### src/design/tomasulo_settings.svh
`ifndef TOMASULO_SETTINGS_SVH
`define TOMASULO_SETTINGS_SVH
`default_nettype none

`define XLEN      32  // data path width
`define ROB_TAG_W 3   // reorder buffer of 8 entries
`define RS_DEPTH  3   // rows in each reservation station
`define FUNC_W    4   // alu function code

`default_nettype wire
`endif

### src/design/tomasulo_pkg.sv
`include "tomasulo_settings.svh"
`default_nettype none

package tomasulo_pkg;

  typedef logic signed [`XLEN-1:0] data_t;
  typedef logic [`ROB_TAG_W-1:0] rob_tag_t;

  // add sub slt sltu form the arithmetic class and the rest form the logic class
  typedef enum logic [`FUNC_W-1:0] {
    func_add,
    func_sub,
    func_and,
    func_or,
    func_xor,
    func_slt,
    func_sltu,
    func_sll,
    func_srl,
    func_sra
  } alu_func_t;

  // one operand word read as a value once ready and as a producer tag before that
  typedef union packed {
    data_t value;
    struct packed {
      logic [`XLEN-`ROB_TAG_W-1:0] pad;  // unused while waiting
      rob_tag_t                    tag;
    } tag_view;
  } operand_u;

  typedef struct packed {
    logic     ready;  // set when the word holds a value rather than a tag
    operand_u word;
  } operand_t;

  typedef struct packed {
    alu_func_t func;
    operand_t  src1;
    operand_t  src2;
    rob_tag_t  rob_idx;  // destination entry
  } issue_t;

  typedef struct packed {
    alu_func_t func;
    data_t     val1;
    data_t     val2;
    rob_tag_t  rob_idx;
  } dispatch_t;

  typedef struct packed {
    logic     valid;
    rob_tag_t rob_idx;
    data_t    value;
  } cdb_t;

  typedef struct packed {
    rob_tag_t rob_idx;
    data_t    value;
  } fu_result_t;

endpackage

`default_nettype wire

### src/design/alu_unit.sv
`timescale 1ns/1ps
`include "tomasulo_settings.svh"
`default_nettype none

module alu_unit (
  input  wire                          clk_in,
  input  wire                          rst_in,
  input  wire                          dispatch_valid,
  input  wire tomasulo_pkg::dispatch_t dispatch_in,
  input  wire                          grant,
  output logic                         alu_busy,
  output logic                         result_req,
  output tomasulo_pkg::fu_result_t     result_out
);
  import tomasulo_pkg::*;

  dispatch_t  op_q;    // instruction in flight
  logic       busy_q;
  logic       take;
  logic [4:0] shamt;
  logic       lt_flag;
  data_t      res;

  assign take = dispatch_valid && !busy_q;

  always_ff @(posedge clk_in) begin
    if (rst_in) begin
      busy_q <= 1'b0;
    end else if (take) begin
      busy_q <= 1'b1;
    end else if (grant) begin
      busy_q <= 1'b0;  // result leaves on the bus next edge
    end
  end

  always_ff @(posedge clk_in) begin
    if (take) begin
      op_q <= dispatch_in;
    end
  end

  assign shamt = op_q.val2[4:0];  // RV32 shift amount

  always_comb begin
    lt_flag = 1'b0;
    unique case (op_q.func)
      func_slt:  lt_flag = op_q.val1 < op_q.val2;  // signed compare
      func_sltu: lt_flag = $unsigned(op_q.val1) < $unsigned(op_q.val2);
      default:   lt_flag = 1'b0;
    endcase
  end

  always_comb begin
    unique case (op_q.func)
      func_add:  res = op_q.val1 + op_q.val2;
      func_sub:  res = op_q.val1 - op_q.val2;
      func_and:  res = op_q.val1 & op_q.val2;
      func_or:   res = op_q.val1 | op_q.val2;
      func_xor:  res = op_q.val1 ^ op_q.val2;
      func_slt,
      func_sltu: res = {{(`XLEN-1){1'b0}}, lt_flag};
      func_sll:  res = op_q.val1 << shamt;
      func_srl:  res = op_q.val1 >> shamt;   // zero fill
      func_sra:  res = op_q.val1 >>> shamt;  // sign fill
      default:   res = '0;
    endcase
  end

  assign alu_busy           = busy_q;
  assign result_req         = busy_q;  // held until granted
  assign result_out.rob_idx = op_q.rob_idx;
  assign result_out.value   = res;

endmodule

`default_nettype wire

### src/design/cdb_arbiter.sv
`timescale 1ns/1ps
`default_nettype none

module cdb_arbiter (
  input  wire                                 clk_in,
  input  wire                                 rst_in,
  input  wire [1:0]                           result_req,
  input  wire tomasulo_pkg::fu_result_t [1:0] result_in,
  output logic [1:0]                          grant,
  output tomasulo_pkg::cdb_t                  cdb_out
);
  import tomasulo_pkg::*;

  logic       last_q;   // index of the previous winner
  logic       valid_q;
  fu_result_t bus_q;    // broadcast payload
  fu_result_t winner;

  always_comb begin
    if (result_req == 2'b11) begin
      grant = last_q ? 2'b01 : 2'b10;  // the other side goes first
    end else begin
      grant = result_req;
    end
  end

  assign winner = grant[1] ? result_in[1] : result_in[0];

  always_ff @(posedge clk_in) begin
    if (rst_in) begin
      valid_q <= 1'b0;
      last_q  <= 1'b0;
    end else begin
      valid_q <= |grant;  // one bus cycle per result
      if (|grant) begin
        last_q <= grant[1];
      end
    end
  end

  always_ff @(posedge clk_in) begin
    if (|grant) begin
      bus_q <= winner;
    end
  end

  assign cdb_out.valid   = valid_q;
  assign cdb_out.rob_idx = bus_q.rob_idx;
  assign cdb_out.value   = bus_q.value;

endmodule

`default_nettype wire

### src/design/exec_cluster.sv
`timescale 1ns/1ps
`default_nettype none

module exec_cluster (
  input  wire                       clk_in,
  input  wire                       rst_in,
  input  wire                       issue_valid,
  input  wire tomasulo_pkg::issue_t issue_in,
  output logic [1:0]                station_free,
  output tomasulo_pkg::cdb_t        cdb_out
);
  import tomasulo_pkg::*;

  // index 0 is the arithmetic lane, index 1 the logic lane
  logic             is_logic;
  logic [1:0]       issue_strobe;
  logic [1:0]       alu_busy;
  logic [1:0]       dispatch_valid;
  logic [1:0]       result_req;
  logic [1:0]       grant;
  dispatch_t        dispatch [2];
  fu_result_t [1:0] result;

  always_comb begin
    unique case (issue_in.func)
      func_and, func_or, func_xor, func_sll, func_srl, func_sra: is_logic = 1'b1;
      default: is_logic = 1'b0;  // add sub slt sltu
    endcase
  end

  assign issue_strobe[0] = issue_valid && !is_logic;
  assign issue_strobe[1] = issue_valid && is_logic;

  reservation_station arith_rs_inst (
    .clk_in(clk_in),
    .rst_in(rst_in),
    .issue_strobe(issue_strobe[0]),
    .issue_in(issue_in),
    .cdb_in(cdb_out),
    .alu_busy(alu_busy[0]),
    .station_free(station_free[0]),
    .dispatch_valid(dispatch_valid[0]),
    .dispatch_out(dispatch[0])
  );

  reservation_station logic_rs_inst (
    .clk_in(clk_in),
    .rst_in(rst_in),
    .issue_strobe(issue_strobe[1]),
    .issue_in(issue_in),
    .cdb_in(cdb_out),
    .alu_busy(alu_busy[1]),
    .station_free(station_free[1]),
    .dispatch_valid(dispatch_valid[1]),
    .dispatch_out(dispatch[1])
  );

  alu_unit arith_alu_inst (
    .clk_in(clk_in),
    .rst_in(rst_in),
    .dispatch_valid(dispatch_valid[0]),
    .dispatch_in(dispatch[0]),
    .grant(grant[0]),
    .alu_busy(alu_busy[0]),
    .result_req(result_req[0]),
    .result_out(result[0])
  );

  alu_unit logic_alu_inst (
    .clk_in(clk_in),
    .rst_in(rst_in),
    .dispatch_valid(dispatch_valid[1]),
    .dispatch_in(dispatch[1]),
    .grant(grant[1]),
    .alu_busy(alu_busy[1]),
    .result_req(result_req[1]),
    .result_out(result[1])
  );

  cdb_arbiter cdb_arbiter_inst (
    .clk_in(clk_in),
    .rst_in(rst_in),
    .result_req(result_req),
    .result_in(result),
    .grant(grant),
    .cdb_out(cdb_out)
  );

endmodule

`default_nettype wire

### src/design/reservation_station.sv
`timescale 1ns/1ps
`include "tomasulo_settings.svh"
`default_nettype none

module reservation_station (
  input  wire                       clk_in,
  input  wire                       rst_in,
  input  wire                       issue_strobe,
  input  wire tomasulo_pkg::issue_t issue_in,
  input  wire tomasulo_pkg::cdb_t   cdb_in,
  input  wire                       alu_busy,
  output logic                      station_free,
  output logic                      dispatch_valid,
  output tomasulo_pkg::dispatch_t   dispatch_out
);
  import tomasulo_pkg::*;

  localparam int IDX_W = $clog2(`RS_DEPTH);

  logic [`RS_DEPTH-1:0] busy_row;   // row holds an instruction
  logic [`RS_DEPTH-1:0] ready_row;  // busy with both operands as values
  alu_func_t            func_row [`RS_DEPTH];
  rob_tag_t             rob_row  [`RS_DEPTH];
  operand_t             src1_row [`RS_DEPTH];
  operand_t             src2_row [`RS_DEPTH];

  logic [IDX_W-1:0] open_idx;  // lowest free row
  logic [IDX_W-1:0] pick_idx;  // lowest ready row
  logic             has_open;
  logic             has_pick;
  logic             do_issue;

  // a waiting operand takes the broadcast value when its producer tag matches
  function automatic operand_t snoop(operand_t op, cdb_t cdb);
    operand_t res;
    res = op;
    if (!op.ready && cdb.valid && op.word.tag_view.tag == cdb.rob_idx) begin
      res.ready      = 1'b1;
      res.word.value = cdb.value;
    end
    return res;
  endfunction

  always_comb begin
    open_idx = '0;
    has_open = 1'b0;
    for (int i = `RS_DEPTH - 1; i >= 0; i--) begin  // downward so the lowest wins
      if (!busy_row[i]) begin
        open_idx = IDX_W'(i);
        has_open = 1'b1;
      end
    end
  end

  always_comb begin
    for (int i = 0; i < `RS_DEPTH; i++) begin
      ready_row[i] = busy_row[i] && src1_row[i].ready && src2_row[i].ready;
    end
  end

  always_comb begin
    pick_idx = '0;
    has_pick = 1'b0;
    for (int i = `RS_DEPTH - 1; i >= 0; i--) begin
      if (ready_row[i]) begin
        pick_idx = IDX_W'(i);
        has_pick = 1'b1;
      end
    end
  end

  assign station_free   = has_open;
  assign do_issue       = issue_strobe && has_open;
  assign dispatch_valid = has_pick && !alu_busy;  // ALU latches at the next edge

  always_comb begin
    dispatch_out.func    = func_row[pick_idx];
    dispatch_out.val1    = src1_row[pick_idx].word.value;
    dispatch_out.val2    = src2_row[pick_idx].word.value;
    dispatch_out.rob_idx = rob_row[pick_idx];
  end

  // row occupancy
  always_ff @(posedge clk_in) begin
    if (rst_in) begin
      busy_row <= '0;
    end else begin
      if (dispatch_valid) begin
        busy_row[pick_idx] <= 1'b0;  // freed as it leaves
      end
      if (do_issue) begin
        busy_row[open_idx] <= 1'b1;
      end
    end
  end

  // row contents with wakeup from the CDB
  always_ff @(posedge clk_in) begin
    for (int i = 0; i < `RS_DEPTH; i++) begin
      src1_row[i] <= snoop(src1_row[i], cdb_in);
      src2_row[i] <= snoop(src2_row[i], cdb_in);
    end
    if (do_issue) begin
      func_row[open_idx] <= issue_in.func;
      rob_row[open_idx]  <= issue_in.rob_idx;
      // a tag broadcast in the issue cycle is caught by the incoming entry
      src1_row[open_idx] <= snoop(issue_in.src1, cdb_in);
      src2_row[open_idx] <= snoop(issue_in.src2, cdb_in);
    end
  end

endmodule

`default_nettype wire

### config.mk
export PLATFORM = sky130hd
export DESIGN_NAME = exec_cluster
export DESIGN_NICKNAME = d
export VERILOG_FILES = /design/src/design/tomasulo_pkg.sv /design/src/design/alu_unit.sv /design/src/design/cdb_arbiter.sv /design/src/design/exec_cluster.sv /design/src/design/reservation_station.sv
export VERILOG_INCLUDE_DIRS = /design/src /design/src/design
export SDC_FILE = /design/constraint.sdc
export NUM_CORES = 2
export LEC_CHECK = 0
export BUFFER_PORTS_ARGS = -buffer_cell sky130_fd_sc_hd__buf_2
export CAP_MARGIN = 0
export CORE_UTILIZATION = 38
export DETAILED_ROUTE_END_ITERATION = 10
export SLEW_MARGIN = 20
export SYNTH_ARGS = -nofsm -noshare
export SYNTH_HDL_FRONTEND = slang
export SYNTH_SLANG_ARGS = --single-unit
export TNS_END_PERCENT = 1
### constraint.sdc
create_clock -name clk_in -period 5.6 [get_ports clk_in]
set_input_delay 1.12 -clock clk_in [delete_from_list [all_inputs] [get_ports clk_in]]
set_output_delay 1.12 -clock clk_in [all_outputs]
set_load 0.01 [all_outputs]
==> metrics.cfg <==
[run_status]
outcome = completed

[final_layout]
drive_above_1_share_pct = 10.6
n_fill_cell = 11000
most-common-layout-cells = a21oi_1 (741), nor2_1 (684), edfxtp_1 (615)
fin_cells = 6159
fin_nets = 4877
final_common_cell = a21oi_1
area_growth_pct = 10.3

[sta]
rsz0062_at_grt = no
setup_viol = 0
max_freq_mhz = 220
finalSetupTns_ns = 0
report.final.slew_viol_count = 0
layout_worst_path_cycle_share_pct = 81.3
final.min_clock_period_ns = 4.55
hold_viol_final = 0
slew_headroom_pct = 20.4
fin_worst_skew_ns = 0.0418
tightest_slew_ns = 1.19

[yosys]
synth_edf_count = 615
ys_seq_elements = 625
synth_cell_types = 93
synthArstFlopShare_pct = 0
synth_cells = 4669
ys.flop_type = edfxtp_1
ys_warn_count = 0
syn-cell-area_mm2 = 0.0435
syn-num-nets = 4943
ys_seq_area_share_pct = 42.9
syn_area_per_cell_um2 = 9.31

[setup_path]
critical_path_class = flop to flop
timing.rr.start = arith_alu_inst.op_q[6]
reg2reg_slack_ns = 1.05
ff2ff_path_depth = 12
reg2reg_to = cdb_arbiter_inst.cdb_out[31]
start_kind = flop
arrival_ns = 4.94
worst-path-max-fanout = 28
endpoint_kind = flop
cp.required_ns = 5.99

[global_routing]
grt_pass1_vias = 36000
antenna_found_initial = 16
gr-usage-all-layers_pct = 31.4
grt_max_degree = 102
grt_overflow = 0
grt_first_pass_wirelength_mm = 265

[hold_path]
min_path_type = flop to flop
hold_end = cdb_arbiter_inst.cdb_out[34]
min_path_cells = 2
hold_start = logic_alu_inst.result_out[34]

[clock_tree]
cts_buffer_depth = 3
root_buffer = clkbuf_16
cts_tree = done
h-tree-depth = 3
worstSkewPairLatency_ns = 0.65
numCtsBuffers = 71
cts_setup_buffers = 0
cts_resized = 0
hold_buffers = 0
cts.sinks = 625
clkTransAtPathRegs_ns = 0.06

[die]
core-area_mm2 = 0.113
die_h_um = 340
pin_count = 114
dieArea_mm2 = 0.116
std_cell_rows = 123
start_util_pct = 38.5
die_w_um = 340

[drt]
first_iter_violations = 6512
routedWlPerCell_um = 30.4
first_pass_iters = 8
ant_nets = 0
wirelength_mm = 187
viasPerCell = 6.42
vias = 39500
drc = 0

[pwr]
p_leak_nw = 18.1
irDropWorstVdd_uv = 233
p_per_area_mw_per_mm2 = 263

[place]
dp_cells = 6030
gp_congestion = 1.04
port_buffers = 113
dp_hpwl_mm = 137

[job]
drv_cap = 0

-- power by group --
group          switching, mW  leakage, nW  internal, mW
registers              0.199         5.67          5.38
clock network           2.04         1.12          2.67
logic                   1.60         11.3         0.725
total                   3.83         18.1          8.77
-- cells in the mapped netlist, drive strengths merged (26+ instances only) --
master	n	area, µm²
nand2	266	998
a21o	33	248
mux4	69	1550
a211oi	69	518
o21ai	221	1110
inv	201	754
a21oi	743	3720
mux2i	239	2390
xor2	26	228
o31ai	37	278
nor2	686	2570
o21bai	36	270
a221oi	39	348
edfxtp	615	18500
a31oi	41	257
nand3	63	315
ha	194	2430
o211ai	59	443
o22ai	113	707
nor3	67	340
clkbuf	307	1190
nand2b	28	175
buf	70	307
xnor2	50	438
-- worst max-delay path: stages, from the launching register on --
cell	delay (ns)
edfxtp_1	0.40
inv_2	0.44
ha_1	0.40
o21ai_0	0.15
o21ai_1	0.18
a221oi_2	0.48
o221ai_1	0.32
o31ai_1	0.58
o21ai_1	0.18
and2_1	0.19
and4_1	0.19
or4_1	0.52
a211o_1	0.27
-- worst max path at each step --
| stage | slack, ns | endpoint | from | depth (start not counted) |
|---|---|---|---|---|
| final | 1.05 | cdb_arbiter_inst.cdb_out[31] | arith_alu_inst.op_q[6] | 12 |
| after global routing | 0.83 | cdb_arbiter_inst.cdb_out[31] | arith_alu_inst.op_q[36] | 12 |
| after CTS | 1.13 | cdb_arbiter_inst.cdb_out[31] | arith_alu_inst.op_q[4] | 13 |
| after global placement | 1.18 | cdb_arbiter_inst.cdb_out[31] | arith_alu_inst.op_q[6] | 12 |
| after detailed placement | 1.17 | cdb_arbiter_inst.cdb_out[31] | arith_alu_inst.op_q[4] | 13 |
| after floorplan | 0.93 | cdb_arbiter_inst.cdb_out[31] | arith_alu_inst.op_q[4] | 15 |
-- stage by stage --
step           power, mW  hold slack, ns  cell area (µm²)  util, %  setup slack (ns)
4_1_cts             12.5           0.513            47900     42.4              1.13
5_1_grt             12.9           0.532            47900     42.4             0.830
2_1_floorplan       6.99           0.481            43500        -             0.930
3_3_place_gp        7.89           0.496            45600     40.4              1.18
3_5_place_dp        7.89           0.497            45600     40.4              1.17
6_report            12.6           0.512            47900     42.4              1.05
-- flip-flops by register name, summed over array words and instances (netlist names), 9 cells and up --
signal,flops
logic_rs_inst.func_row,12
arith_rs_inst.rob_row,9
arith_rs_inst.src2_row,99
arith_rs_inst.src1_row,99
logic_rs_inst.rob_row,9
arith_alu_inst.op_q,68
logic_rs_inst.src2_row,99
cdb_arbiter_inst.cdb_out,35
logic_alu_inst.op_q,68
logic_rs_inst.src1_row,99
arith_rs_inst.func_row,12
-- cells by family (layout without fill, tap and decap cells) --
family / Yosys count / after routing / share of synthesized area [%]
fa+ha+maj: 198 / 198 / 5.77
buf+inv: 579 / 566 / 5.18
other cells: 0 / 3 / 0
compound gates: 1596 / 1596 / 22.4
mux: 330 / 330 / 9.65
simple gates: 1265 / 1265 / 12.6
flops: 625 / 625 / 42.9
xor+xnor: 76 / 76 / 1.53
-- final cells by class --
type | count | area (µm²) | area share (%)
Tap cell | 1500 | 1880 | 3.91
Inverter | 202 | 758 | 1.58
Multi-Input combinational cell | 3465 | 22800 | 47.5
Clock buffer | 91 | 1900 | 3.97
Sequential cell | 625 | 18700 | 38.9
Clock inverter | 35 | 405 | 0.846
Timing Repair Buffer | 238 | 1530 | 3.19
Antenna cell | 3 | 7.51 | 0.0157
-- layer usage --
| metal | up-vias | share of wire, % | global-route usage (%) |
|---|---|---|---|
| li1 | 17300 | - | - |
| met1 | 19200 | 40 | 43.6 |
| met2 | 2676 | 43 | 46.5 |
| met3 | 392 | 12 | 7.46 |
| met4 | 14 | 4.9 | 13.5 |
| met5 | - | 0.045 | 0 |
Note: power is estimated with default switching activity, not from simulation.
